File: src/hw/bpu_pkg.sv
// Branch prediction unit shared sizes, encodings and branch instruction fields
package bpu_pkg;

	// --------------------------------------------------
	// Table sizes
	// --------------------------------------------------
	localparam int BTB_IDX_W  = 4;
	localparam int BTB_DEPTH  = 1 << BTB_IDX_W;
	// Word address is 30 bits, index takes the low part
	localparam int BTB_TAG_W  = 30 - BTB_IDX_W;

	localparam int BHT_IDX_W  = 5;
	localparam int BHT_DEPTH  = 1 << BHT_IDX_W;
	// Weakly not taken
	localparam logic [1:0] BHT_INIT = 2'b01;

	localparam int RAS_DEPTH  = 4;
	localparam int RAS_PTR_W  = $clog2(RAS_DEPTH);

	// --------------------------------------------------
	// Decoder side encodings
	// --------------------------------------------------
	typedef enum logic [1:0] {
		INVALID   = 2'd0,
		IMMEDIATE = 2'd1,
		INDIRECT  = 2'd2,
		CONDITION = 2'd3
	} branch_type_t;

	// Signed compares LSS..GEQ, unsigned LTU/GEU
	typedef enum logic [2:0] {
		EQL = 3'd0,
		NEQ = 3'd1,
		LSS = 3'd2,
		GER = 3'd3,
		LEQ = 3'd4,
		GEQ = 3'd5,
		LTU = 3'd6,
		GEU = 3'd7
	} cmp_type_t;

	// Kind stored per BTB entry
	typedef enum logic [1:0] {
		PC_RELATIVE = 2'd0,
		ABSOLUTE    = 2'd1,
		CALL        = 2'd2,
		RETURN      = 2'd3
	} br_kind_t;

	// Register form of the low 26 instruction bits
	typedef struct packed {
		logic [15:0] offs16;
		logic [4:0]  rj;
		logic [4:0]  rd;
	} branch_reg_form_t;

	// b/bl read offs26, jirl and conditional branches read the register form
	typedef union packed {
		logic [25:0]      offs26;
		branch_reg_form_t reg_form;
	} branch_inst_u;

endpackage
File: src/hw/bpu_top.sv
// Branch prediction unit top joining fetch prediction, tables and resolve feedback
`timescale 1ns/1ps

module bpu_top (
	input  logic                  clk,
	input  logic                  rst_n_i,
	// Fetch side
	input  logic                  fetch_valid_i,
	input  logic                  fetch_stall_i,
	input  logic [31:2]           fetch_pc_i,
	output logic                  pred_valid_o,
	output logic [31:2]           pred_npc_o,
	output logic                  pred_taken_o,
	// Resolve side
	input  logic                  res_valid_i,
	input  logic                  res_stall_i,
	input  logic [31:0]           res_pc_i,
	input  bpu_pkg::branch_inst_u res_inst_i,
	input  bpu_pkg::branch_type_t res_branch_type_i,
	input  bpu_pkg::cmp_type_t    res_cmp_type_i,
	input  logic                  res_link_i,
	input  logic [31:0]           res_rj_i,
	input  logic [31:0]           res_rd_i,
	input  logic [31:2]           res_pred_npc_i,
	input  logic                  csr_flush_i,
	input  logic [31:0]           csr_target_i,
	output logic                  redirect_o,
	output logic [31:2]           redirect_pc_o,
	output logic [31:0]           link_o
);
	import bpu_pkg::*;

	logic        btb_hit;
	logic [31:2] btb_target;
	br_kind_t    btb_kind;
	logic        bht_taken;
	logic [31:2] ras_top;
	logic        ras_empty;

	logic        flush;
	logic [31:2] flush_pc;
	logic [31:0] link;
	logic        br_taken;
	logic [31:2] br_target;
	br_kind_t    br_kind;
	logic        btb_update;
	logic        bht_update;
	logic        ras_push;
	logic        ras_pop;

	// --------------------------------------------------
	// Prediction tables, read by fetch, trained by resolve
	// --------------------------------------------------
	bpu_btb u_btb (
		.clk         (clk),
		.rst_n_i     (rst_n_i),
		.rd_pc_i     (fetch_pc_i),
		.hit_o       (btb_hit),
		.rd_target_o (btb_target),
		.rd_kind_o   (btb_kind),
		.wr_en_i     (btb_update),
		.wr_pc_i     (res_pc_i[31:2]),
		.wr_target_i (br_target),
		.wr_kind_i   (br_kind)
	);

	bpu_bht u_bht (
		.clk         (clk),
		.rst_n_i     (rst_n_i),
		.rd_pc_i     (fetch_pc_i),
		.rd_taken_o  (bht_taken),
		.upd_en_i    (bht_update),
		.upd_pc_i    (res_pc_i[31:2]),
		.upd_taken_i (br_taken)
	);

	bpu_ras u_ras (
		.clk         (clk),
		.rst_n_i     (rst_n_i),
		.push_i      (ras_push),
		.push_addr_i (link[31:2]),
		.pop_i       (ras_pop),
		.top_o       (ras_top),
		.empty_o     (ras_empty)
	);

	bpu_predict u_predict (
		.clk           (clk),
		.rst_n_i       (rst_n_i),
		.fetch_valid_i (fetch_valid_i),
		.fetch_stall_i (fetch_stall_i),
		.fetch_pc_i    (fetch_pc_i),
		.btb_hit_i     (btb_hit),
		.btb_target_i  (btb_target),
		.btb_kind_i    (btb_kind),
		.bht_taken_i   (bht_taken),
		.ras_top_i     (ras_top),
		.ras_empty_i   (ras_empty),
		.pred_valid_o  (pred_valid_o),
		.pred_npc_o    (pred_npc_o),
		.pred_taken_o  (pred_taken_o)
	);

	bpf u_bpf (
		.res_valid_i       (res_valid_i),
		.res_stall_i       (res_stall_i),
		.res_pc_i          (res_pc_i),
		.res_inst_i        (res_inst_i),
		.res_branch_type_i (res_branch_type_i),
		.res_cmp_type_i    (res_cmp_type_i),
		.res_link_i        (res_link_i),
		.res_rj_i          (res_rj_i),
		.res_rd_i          (res_rd_i),
		.res_pred_npc_i    (res_pred_npc_i),
		.csr_flush_i       (csr_flush_i),
		.csr_target_i      (csr_target_i),
		.flush_o           (flush),
		.flush_pc_o        (flush_pc),
		.link_o            (link),
		.br_taken_o        (br_taken),
		.br_target_o       (br_target),
		.br_kind_o         (br_kind),
		.btb_update_o      (btb_update),
		.bht_update_o      (bht_update),
		.ras_push_o        (ras_push),
		.ras_pop_o         (ras_pop)
	);

	// Redirect pulse one cycle after resolve
	always_ff @(posedge clk or negedge rst_n_i) begin
		if (!rst_n_i) begin
			redirect_o <= 1'b0;
		end else begin
			redirect_o <= flush;
		end
	end

	always_ff @(posedge clk) begin
		redirect_pc_o <= flush_pc;
		link_o        <= link;
	end

endmodule

File: src/hw/bpf.sv
// Branch resolve and feedback: real target, taken, kind, link and mispredict
`timescale 1ns/1ps

module bpf (
	input  logic                  res_valid_i,
	input  logic                  res_stall_i,
	input  logic [31:0]           res_pc_i,
	input  bpu_pkg::branch_inst_u res_inst_i,
	input  bpu_pkg::branch_type_t res_branch_type_i,
	input  bpu_pkg::cmp_type_t    res_cmp_type_i,
	input  logic                  res_link_i,
	input  logic [31:0]           res_rj_i,
	input  logic [31:0]           res_rd_i,
	input  logic [31:2]           res_pred_npc_i,
	input  logic                  csr_flush_i,
	input  logic [31:0]           csr_target_i,
	output logic                  flush_o,
	output logic [31:2]           flush_pc_o,
	output logic [31:0]           link_o,
	output logic                  br_taken_o,
	output logic [31:2]           br_target_o,
	output bpu_pkg::br_kind_t     br_kind_o,
	output logic                  btb_update_o,
	output logic                  bht_update_o,
	output logic                  ras_push_o,
	output logic                  ras_pop_o
);
	import bpu_pkg::*;

	logic [31:0] offs26_sh;
	logic [31:0] offs16_sh;
	logic [31:0] target;
	logic [31:0] real_npc;
	logic        is_branch;
	logic        fire;
	logic        mispredict;

	// Sign extended byte offsets
	assign offs26_sh = {{4{res_inst_i.offs26[25]}}, res_inst_i.offs26, 2'b00};
	assign offs16_sh = {{14{res_inst_i.reg_form.offs16[15]}}, res_inst_i.reg_form.offs16, 2'b00};

	assign link_o = res_pc_i + 32'd4;

	always_comb begin
		case (res_branch_type_i)
			IMMEDIATE: target = res_pc_i + offs26_sh;
			INDIRECT:  target = res_rj_i + offs16_sh;
			CONDITION: target = res_pc_i + offs16_sh;
			default:   target = link_o;
		endcase
	end

	always_comb begin
		if (res_branch_type_i == CONDITION) begin
			case (res_cmp_type_i)
				EQL:     br_taken_o = (res_rj_i == res_rd_i);
				NEQ:     br_taken_o = (res_rj_i != res_rd_i);
				LSS:     br_taken_o = ($signed(res_rj_i) <  $signed(res_rd_i));
				GER:     br_taken_o = ($signed(res_rj_i) >  $signed(res_rd_i));
				LEQ:     br_taken_o = ($signed(res_rj_i) <= $signed(res_rd_i));
				GEQ:     br_taken_o = ($signed(res_rj_i) >= $signed(res_rd_i));
				LTU:     br_taken_o = (res_rj_i <  res_rd_i);
				GEU:     br_taken_o = (res_rj_i >= res_rd_i);
				default: br_taken_o = 1'b0;
			endcase
		end else begin
			br_taken_o = (res_branch_type_i != INVALID);
		end
	end

	// --------------------------------------------------
	// Kind, call takes priority over return
	// --------------------------------------------------
	always_comb begin
		if ((res_branch_type_i == INDIRECT && res_inst_i.reg_form.rd == 5'd1) || res_link_i) begin
			br_kind_o = CALL;
		end else if (res_branch_type_i == INDIRECT && res_inst_i.reg_form.rj == 5'd1 &&
		             res_inst_i.reg_form.offs16 == '0) begin
			br_kind_o = RETURN;
		end else if (res_branch_type_i == IMMEDIATE || res_branch_type_i == INDIRECT) begin
			br_kind_o = ABSOLUTE;
		end else begin
			br_kind_o = PC_RELATIVE;
		end
	end

	assign br_target_o = target[31:2];
	assign real_npc    = br_taken_o ? target : link_o;

	// Stall blocks mispredict and training, a CSR flush still wins
	assign is_branch  = (res_branch_type_i != INVALID);
	assign fire       = res_valid_i && !res_stall_i;
	assign mispredict = fire && (real_npc[31:2] != res_pred_npc_i);

	assign flush_o    = mispredict || csr_flush_i;
	assign flush_pc_o = csr_flush_i ? csr_target_i[31:2] : real_npc[31:2];

	assign btb_update_o = fire && br_taken_o;
	assign bht_update_o = fire && is_branch;
	assign ras_push_o   = fire && is_branch && (br_kind_o == CALL);
	assign ras_pop_o    = fire && is_branch && (br_kind_o == RETURN);

endmodule

File: src/hw/bpu_predict.sv
// Next fetch PC selection from BTB, BHT and RAS, registered one cycle later
`timescale 1ns/1ps

module bpu_predict (
	input  logic              clk,
	input  logic              rst_n_i,
	input  logic              fetch_valid_i,
	input  logic              fetch_stall_i,
	input  logic [31:2]       fetch_pc_i,
	input  logic              btb_hit_i,
	input  logic [31:2]       btb_target_i,
	input  bpu_pkg::br_kind_t btb_kind_i,
	input  logic              bht_taken_i,
	input  logic [31:2]       ras_top_i,
	input  logic              ras_empty_i,
	output logic              pred_valid_o,
	output logic [31:2]       pred_npc_o,
	output logic              pred_taken_o
);
	import bpu_pkg::*;

	logic [31:2] seq_pc;
	logic [31:2] npc_d;
	logic        taken_d;

	assign seq_pc = fetch_pc_i + 30'd1;

	always_comb begin
		npc_d   = seq_pc;
		taken_d = 1'b0;
		if (btb_hit_i && btb_kind_i == RETURN && !ras_empty_i) begin
			npc_d   = ras_top_i;
			taken_d = 1'b1;
		end else if (btb_hit_i &&
		             (btb_kind_i == CALL || btb_kind_i == ABSOLUTE || bht_taken_i)) begin
			npc_d   = btb_target_i;
			taken_d = 1'b1;
		end
	end

	// --------------------------------------------------
	// Prediction register, frozen while fetch stalls
	// --------------------------------------------------
	always_ff @(posedge clk or negedge rst_n_i) begin
		if (!rst_n_i) begin
			pred_valid_o <= 1'b0;
			pred_taken_o <= 1'b0;
		end else if (!fetch_stall_i) begin
			pred_valid_o <= fetch_valid_i;
			pred_taken_o <= taken_d;
		end
	end

	always_ff @(posedge clk) begin
		if (!fetch_stall_i) begin
			pred_npc_o <= npc_d;
		end
	end

endmodule

File: src/hw/bpu_ras.sv
// Return address stack, circular, push on call and pop on return
`timescale 1ns/1ps

module bpu_ras (
	input  logic        clk,
	input  logic        rst_n_i,
	input  logic        push_i,
	input  logic [31:2] push_addr_i,
	input  logic        pop_i,
	output logic [31:2] top_o,
	output logic        empty_o
);
	import bpu_pkg::*;

	logic [31:2]          stack_q [RAS_DEPTH];
	logic [RAS_PTR_W-1:0] top_q;
	logic [RAS_PTR_W-1:0] top_inc;
	logic [RAS_PTR_W:0]   count_q;
	logic                 do_push;
	logic                 do_pop;
	logic                 do_replace;

	assign empty_o = (count_q == '0);
	assign top_o   = stack_q[top_q];
	assign top_inc = top_q + 1'b1;

	// Push with pop on a live stack swaps the top in place
	assign do_replace = push_i && pop_i && !empty_o;
	assign do_push    = push_i && !do_replace;
	assign do_pop     = pop_i && !push_i && !empty_o;

	always_ff @(posedge clk or negedge rst_n_i) begin
		if (!rst_n_i) begin
			top_q   <= '0;
			count_q <= '0;
		end else if (do_push) begin
			top_q <= top_inc;
			// When full the pointer wraps over the oldest entry
			if (count_q != (RAS_PTR_W+1)'(RAS_DEPTH)) begin
				count_q <= count_q + 1'b1;
			end
		end else if (do_pop) begin
			top_q   <= top_q - 1'b1;
			count_q <= count_q - 1'b1;
		end
	end

	always_ff @(posedge clk) begin
		if (do_push) begin
			stack_q[top_inc] <= push_addr_i;
		end else if (do_replace) begin
			stack_q[top_q] <= push_addr_i;
		end
	end

endmodule

File: src/hw/bpu_bht.sv
// Branch history table of 2-bit saturating taken counters indexed by PC
`timescale 1ns/1ps

module bpu_bht (
	input  logic        clk,
	input  logic        rst_n_i,
	input  logic [31:2] rd_pc_i,
	output logic        rd_taken_o,
	input  logic        upd_en_i,
	input  logic [31:2] upd_pc_i,
	input  logic        upd_taken_i
);
	import bpu_pkg::*;

	logic [1:0]           cnt_q [BHT_DEPTH];
	logic [BHT_IDX_W-1:0] rd_idx;
	logic [BHT_IDX_W-1:0] upd_idx;
	logic [1:0]           upd_cnt;

	assign rd_idx  = rd_pc_i[BHT_IDX_W+1:2];
	assign upd_idx = upd_pc_i[BHT_IDX_W+1:2];
	assign upd_cnt = cnt_q[upd_idx];

	// Upper bit means predict taken
	assign rd_taken_o = cnt_q[rd_idx][1];

	always_ff @(posedge clk or negedge rst_n_i) begin
		if (!rst_n_i) begin
			for (int i = 0; i < BHT_DEPTH; i++) begin
				cnt_q[i] <= BHT_INIT;
			end
		end else if (upd_en_i) begin
			// Saturate at both ends
			if (upd_taken_i && upd_cnt != 2'b11) begin
				cnt_q[upd_idx] <= upd_cnt + 2'd1;
			end else if (!upd_taken_i && upd_cnt != 2'b00) begin
				cnt_q[upd_idx] <= upd_cnt - 2'd1;
			end
		end
	end

endmodule

File: src/hw/bpu_btb.sv
// Branch target buffer, direct mapped, holding tag, target and kind per entry
`timescale 1ns/1ps

module bpu_btb (
	input  logic              clk,
	input  logic              rst_n_i,
	// Lookup
	input  logic [31:2]       rd_pc_i,
	output logic              hit_o,
	output logic [31:2]       rd_target_o,
	output bpu_pkg::br_kind_t rd_kind_o,
	// Training
	input  logic              wr_en_i,
	input  logic [31:2]       wr_pc_i,
	input  logic [31:2]       wr_target_i,
	input  bpu_pkg::br_kind_t wr_kind_i
);
	import bpu_pkg::*;

	logic [BTB_DEPTH-1:0] valid_q;
	logic [BTB_TAG_W-1:0] tag_mem [BTB_DEPTH];
	logic [31:2]          target_mem [BTB_DEPTH];
	br_kind_t             kind_mem [BTB_DEPTH];

	logic [BTB_IDX_W-1:0] rd_idx;
	logic [BTB_TAG_W-1:0] rd_tag;
	logic [BTB_IDX_W-1:0] wr_idx;
	logic [BTB_TAG_W-1:0] wr_tag;

	assign rd_idx = rd_pc_i[BTB_IDX_W+1:2];
	assign rd_tag = rd_pc_i[31:BTB_IDX_W+2];
	assign wr_idx = wr_pc_i[BTB_IDX_W+1:2];
	assign wr_tag = wr_pc_i[31:BTB_IDX_W+2];

	// Combinational read
	assign hit_o       = valid_q[rd_idx] && (tag_mem[rd_idx] == rd_tag);
	assign rd_target_o = target_mem[rd_idx];
	assign rd_kind_o   = kind_mem[rd_idx];

	always_ff @(posedge clk or negedge rst_n_i) begin
		if (!rst_n_i) begin
			valid_q <= '0;
		end else if (wr_en_i) begin
			valid_q[wr_idx] <= 1'b1;
		end
	end

	always_ff @(posedge clk) begin
		if (wr_en_i) begin
			tag_mem[wr_idx]    <= wr_tag;
			target_mem[wr_idx] <= wr_target_i;
			kind_mem[wr_idx]   <= wr_kind_i;
		end
	end

endmodule

File: config.mk
export PLATFORM = sky130hd
export DESIGN_NAME = bpu_top
export DESIGN_NICKNAME = d
export VERILOG_FILES = /design/src/hw/bpu_pkg.sv /design/src/hw/bpu_top.sv /design/src/hw/bpf.sv /design/src/hw/bpu_predict.sv /design/src/hw/bpu_ras.sv /design/src/hw/bpu_bht.sv /design/src/hw/bpu_btb.sv
export SDC_FILE = /design/constraint.sdc
export NUM_CORES = 2
export LEC_CHECK = 0
export BUFFER_PORTS_ARGS = -buffer_cell sky130_fd_sc_hd__buf_2
export CORE_MARGIN = 8
export CORE_UTILIZATION = 37
export DETAILED_ROUTE_END_ITERATION = 10
export PLACE_DENSITY = 0.55
export SYNTH_ARGS = -nofsm -noshare
export SYNTH_HDL_FRONTEND = slang
export SYNTH_SLANG_ARGS = --single-unit
File: constraint.sdc
create_clock -name clk -period 4.65 [get_ports clk]
set_input_delay 0.6975 -clock clk [delete_from_list [all_inputs] [get_ports clk]]
set_output_delay 0.6975 -clock clk [all_outputs]
set_load 0.02 [all_outputs]
After elaboration in Yosys (flattened, before gate mapping)
Memories as Yosys holds them, arrays and structs flattened.
Cells that the tools add are included.
- register bits: 180
- memories: 4
- bits in writable memories: 1048
- word-level logic and storage cells: 180
- ROM bits: 0
- bits in latches: 0
- reduce and logical (&&, ||, !) cells: 42
- $mul: 0
- divide/modulo/power cells: 0
- shift operators: 0
- magnitude comparators: 12
- $add $sub $neg: 11
- muxes and demuxes: 43
- eq/ne operators: 24
- bitwise operators: 3
- memories (memory ; depth ; width ; read ports ; clocked after memory_dff ; wr ports ; line ; RTL):
    u_btb.target_mem ; 16 ; 30 ; 1 ; 0 ; 1 ; bpu_btb.sv:22 ; logic [31:2] target_mem [BTB_DEPTH];
    u_btb.tag_mem ; 16 ; 26 ; 1 ; 0 ; 1 ; bpu_btb.sv:21 ; logic [BTB_TAG_W-1:0] tag_mem [BTB_DEPTH];
    u_ras.stack_q ; 4 ; 30 ; 1 ; 0 ; 1 ; bpu_ras.sv:15 ; logic [31:2] stack_q [RAS_DEPTH];
    u_btb.kind_mem ; 16 ; 2 ; 1 ; 0 ; 1 ; bpu_btb.sv:23 ; br_kind_t kind_mem [BTB_DEPTH];
- operator list (operator ; number):
    64-bit bitwise mux ; 2
    64-bit two-way mux ; 2
    30-bit two-way mux ; 4
    32-bit adder ; 3
    32-bit case mux with 3 select lines ; 1
    32-bit greater-or-equal comparator ; 2
    32-bit less-than comparator ; 2
    32-bit by 3-bit adder with 32-bit output (second input constant) ; 1
    32-bit == test ; 1
    32-bit greater-than comparator ; 1
    32-bit <= comparator ; 1
    32-bit two-way mux ; 1
    32-bit != test ; 1
    30-bit by 1-bit adder with 30-bit output (second input constant) ; 1
    30-bit != test ; 1
    30-bit OR reduction ; 1
    26-bit == test ; 1
    1-bit logical AND ; 22
    2-bit binary-select mux with 5-bit select ; 2
    2-bit two-way mux ; 10
    16-bit zero test ; 1
    16-bit OR ; 1
    1-bit two-way mux ; 14
    2-bit == test (second input constant) ; 6
    26 further kinds ; 53

Longest topological paths before layout
- depth in word-level cells: 15
- gate-level depth with buffers: 20
- mapped depth without buffers: 17

Modules after synthesis
Synthesis repeated with hierarchy kept, for this count alone.
- cells, all modules: 3290
- area, all modules: 55106.6 um^2
- by module, submodules not included (module ; times used ; cells each ; area each (um^2)):
    bpu_btb ; 1 ; 1546 ; 36373.6
    bpf ; 1 ; 960 ; 6849.1
    bpu_ras ; 1 ; 212 ; 4815.9
    bpu_bht ; 1 ; 286 ; 3617.2
    bpu_predict ; 1 ; 223 ; 2184.6
    bpu_top ; 1 ; 63 ; 1266.2

Worst setup path before layout
OpenSTA, ideal clock, no wires.
- kind: in2reg
- start: in res_rd_i[30]
- end: reg u_btb.valid_q[1]
- setup slack: -3.050 ns
- arrival: 7.611 ns
- path buffers: 2
- data required time: 4.561 ns
- library setup time: 0.089 ns
- cell stages on the path: 14
- cell sequence: inv_1 ha_1 nand4_1 or4_1 o21ai_1 or2_1 o32ai_1 or3_1 buf_2 nand2_2 clkbuf_1 nand3_1 nor3_1 or2_2
- longest elaborated chain between the ends: 4
- elaborated cells between the ends (all ways): 11
- those cells by class: order compare (6); eq/ne (2); mux (2); reduce/logical (1)
- ends and longest elaborated chain (element ; line ; RTL):
    start: declaration ; bpu_top.sv:23 ; input logic [31:0] res_rd_i,
    32-bit greater-or-equal comparator, or another cell as far along ; bpf.sv:63 ; GEU: br_taken_o = (res_rj_i >= res_rd_i);
    1-bit case mux with 8 select lines (*) ; bpf.sv:55 ; case (res_cmp_type_i)
    1-bit two-way mux (*) ; bpf.sv:54 ; if (res_branch_type_i == CONDITION) begin
    1-bit logical AND (*) ; bpf.sv:98 ; assign btb_update_o = fire && br_taken_o;
    end signal: assignment ; bpu_btb.sv:42 ; valid_q <= '0;
    end signal: indexed assignment ; bpu_btb.sv:44 ; valid_q[wr_idx] <= 1'b1;
    end: declaration ; bpu_btb.sv:20 ; logic [BTB_DEPTH-1:0] valid_q;
Every way passes the cells marked *; elsewhere a longest branch is shown, timed or not.
A chain may end at the register's enable or synchronous reset.

Worst setup path in the final report
- start: in res_branch_type_i[0]
- end: reg redirect_o
- longest elaborated chain between the ends: 6
- elaborated cells between the ends (all ways): 10
- those cells by class: eq/ne (4); mux (3); reduce/logical (3)
- ends and longest elaborated chain (element ; line ; RTL):
    start: declaration ; bpu_top.sv:19 ; input bpu_pkg::branch_type_t res_branch_type_i,
    2-bit == test or 2-bit by 1-bit == test with 1-bit output (tied branches) ; bpf.sv:45 ; case (res_branch_type_i)
    32-bit case mux with 3 select lines (*) ; bpf.sv:45 ;
    via br_target (one bit) ; bpu_top.sv:44 ; logic [31:2] br_target;
    32-bit two-way mux (*) ; bpf.sv:88 ; assign real_npc = br_taken_o ? target : link_o;
    30-bit != test (*) ; bpf.sv:93 ; assign mispredict = fire && (real_npc[31:2] != res_pred_npc_i);
    1-bit logical AND (*) ; bpf.sv:93 ;
    1-bit logical OR (*) ; bpf.sv:95 ; assign flush_o = mispredict || csr_flush_i;
    via flush ; bpu_top.sv:40 ; logic flush;
    end signal: assignment ; bpu_top.sv:134 ; redirect_o <= flush;
    end: declaration ; bpu_top.sv:27 ; output logic redirect_o,
The timed path passes the listed nets; every way through them passes the cells marked *.

==> flow_summary.toml <==
[global_routing]
grt_overflow = 0
grt_max_degree = 53
grt_pass1_vias = 34000
grt.total_usage = 0.221
grt_antenna_before_repair = 27
grt_pass1_wl_um = 251000

[synth]
synth_simple_gate_area_frac = 0.0461
synth-edff-count = 1078
synth_cell_types = 91
post-synth-top-count-cell = "edfxtp_1"
yosys-top-cells-area = "edfxtp_1 (60%), mux4_2 (15%), dfrtp_1 (2.6%)"
synth_top_area_cell = "edfxtp_1"
synth-seq-area-share = 0.662
ys_warn_count = 0
synth_compound_area_frac = 0.0424
synthMuxAreaShare = 0.181
synth_top_cells_by_count = "edfxtp_1 (1078), mux4_2 (353), nand2_1 (162)"
synth_xor_area_frac = 0.0276
synth_top_family_by_area = "multiplexers"
netlist_instances = 3102
synth_top_area_frac = 0.598
synthFlopType = "edfxtp_1"
netlist_area_sq_mm = 0.0541
syn_area_per_cell_sq_um = 17.5
syn_nets = 3434
async_flop_share = 0.0717
synth_adder_area_share = 0.0247
synth_seq_cells = 1228

[route]
wl_per_cell_um = 29.4
drc = 0
drt-initial-drc-count = 3165
vias_per_cell = 5.47
via_count = 33100
drt-total-wl_um = 178000
ant_nets = 0
drtPass1Iterations = 5

[pwr]
power.density_cell_area_mw_per_mm2 = 409
irDropWorstVdd_uv = 292
p_leak_nw = 24.3

[die]
core_sq_mm = 0.146
start_util = 0.372
ios = 322
die_w_um = 399
rows = 140
dieArea_sq_mm = 0.159
die_h_um = 399

[sta]
rsz0062_at_grt = "false"
finalCriticalPeriod_ns = 4.48
setup_slack_ns = 0.170
finalHoldViolCount = 0
max-slew-margin-rel = 0.265
post-route-period-util = 0.964
clock_skew_ns = 0.0327
report.final.slew_viol_count = 0
clock.fmax_mhz = 223
tightest_slew_ns = 1.09
setup_viol = 0

[outcome]
status = "finished clean"

[worst_setup_path]
reg2reg_slack_ns = 0.46
cp-start-kind = "input port"
worst_r2r_path_depth = 12
rr_endpoint = "u_predict.pred_npc_o[22]"
r2r_start = "u_btb.tag_mem[3][6]"
crit_required_ns = 5.28
critPathMaxFanout = 6
critical_path_class = "in -> reg"
critPathCaptureType = "flip-flop"
cp.arrival_ns = 5.11

[cts]
cts.sinks = 1228
clk_latency_ns = 0.78
cts_tree = "yes"
clk_path_buf_depth = 3
clock_tree.root_cell = "clkbuf_16"
cts_made_buffers = 137
clk_pin_slew_ns = 0.07
ctsHtreeMaxLevel = 4

[hold_path]
worstHoldStart = "csr_target_i[19]"
hp-class = "in -> reg"
worstHoldPathCells = 3
min_to = "redirect_pc_o[19]"

[placement]
io_buffers = 319
dpl_worst_slack_ns = -0.616
finalWeightedCongestion = 0.925
placed_area_sq_mm = 0.0635
hpwlAfterDp_um = 133000

[cells_and_area]
fillers = 12500
nets = 4328
area_delta_synth_final_pct = 25.9
seq_area_sq_mm = 0.0359
fin_area_sq_mm = 0.0681
multi_input_area_sq_mm = 0.0177
drive_above_1_share = 0.395

[run]
cap_viol_max_count = 0
-- worst max-delay path: stages --
cell,delay [ns]
buf_2,0.11
ha_2,0.26
mux2_2,0.36
ha_1,0.21
fa_1,0.43
a211oi_1,0.29
o21a_1,0.28
a21oi_1,0.13
buf_4,0.16
o21ai_0,0.13
nand2b_1,0.09
xnor2_1,0.36
o21ai_1,0.21
mux2i_1,0.41
xnor2_1,0.21
nor3_1,0.19
nand4_1,0.13
nor4_1,0.30
a31oi_1,0.14
-- cells in the final DEF (no fill, tap or decap), types with 32 or more instances in the layout --
cell type / n
edfxtp_1: 1078
buf_4: 464
mux4_2: 353
buf_2: 314
nand2_1: 162
clkbuf_16: 142
nor2_1: 122
a21oi_1: 111
buf_12: 110
ha_1: 101
xor2_1: 83
xnor2_1: 83
o21ai_0: 70
inv_1: 67
dfxtp_1: 62
mux2_2: 59
mux2_1: 59
dfrtp_1: 54
nand3_1: 45
clkbuf_1: 36
dfstp_2: 32
-- layout make-up --
cell class	count	area share
timing repair buffer	893	0.107
clock inverter	68	0.0110
clock buffer	186	0.0557
antenna	14	0.000514
tap	1917	0.0352
sequential	1228	0.526
multi-input combinational	1668	0.260
inverter	68	0.00375
-- kinds of logic after synthesis --
| logic type | after synthesis |
|---|---|
| AO/OA/AOI/OAI | 357 |
| XOR/XNOR | 170 |
| adder cells (fa/ha/maj) | 105 |
| buffers and inverters | 206 |
| flip-flops | 1228 |
| multiplexers | 514 |
| AND/OR/NAND/NOR | 522 |
-- worst max path at each step --
stage | start | end | slack, ns | cells past startpoint
global route | res_branch_type_i[0] | redirect_o | 0.03 | 19
global placement | res_branch_type_i[0] | redirect_o | -0.65 | 21
detailed placement | res_branch_type_i[0] | redirect_o | -0.62 | 21
finish | res_branch_type_i[0] | redirect_o | 0.17 | 19
CTS | res_branch_type_i[0] | redirect_o | 0.21 | 21
floorplan | res_branch_type_i[0] | redirect_o | -0.50 | 18
-- state kept, by name, summed over array words and instances, names as in the netlist, named ones only --
register / count
u_btb.valid_q: 16
u_ras.top_q: 2
u_predict.pred_valid_o: 1
u_btb.tag_mem: 416
redirect_pc_o: 30
u_ras.count_q: 3
u_btb.kind_mem: 32
u_predict.pred_taken_o: 1
link_o: 32
u_predict.pred_npc_o: 30
u_ras.stack_q: 120
redirect_o: 1
u_bht.cnt_q: 32
u_btb.target_mem: 480
-- where the power goes --
group	leakage [nW]	switching, mW	internal (mW)	total (mW)
sequential	11.0	0.182	12.6	12.7
clock	2.22	4.53	6.40	10.9
combinational	11.1	2.42	1.81	4.23
total	24.3	7.13	20.8	27.9
-- through the flow --
| stage | total power, mW | hold slack, ns | cells | setup TNS, ns | utilization |
|---|---|---|---|---|---|
| 2_1_floorplan | 15.1 | 0.402 | 3102 | -244.06 | - |
| 3_3_place_gp | 17.2 | 0.447 | 5771 | -20.92 | 0.436 |
| 3_5_place_dp | 17.2 | 0.449 | 5771 | -21.80 | 0.436 |
| 4_1_cts | 28.1 | 0.0433 | 6028 | 0 | 0.468 |
| 5_1_grt | 28.8 | 0.0863 | 6028 | 0 | 0.468 |
| 6_report | 27.9 | 0.112 | 6042 | 0 | 0.468 |
-- timing repair --
action                                 CTS  global route
endpoints found under the hold margin   30             0
setup endpoints to repair                0             1
hold buffers                             3             0
resized for setup                        0             3
setup buffers                            0             0
-- per-layer routing --
layer	wire length (um)	share of wire	global-route usage
met1	75800	0.43	0.303
met2	83700	0.47	0.356
met3	13500	0.076	0.0518
met4	4670	0.026	0.0581
met5	72	0.00040	0
(Power assumes the default switching activity.)
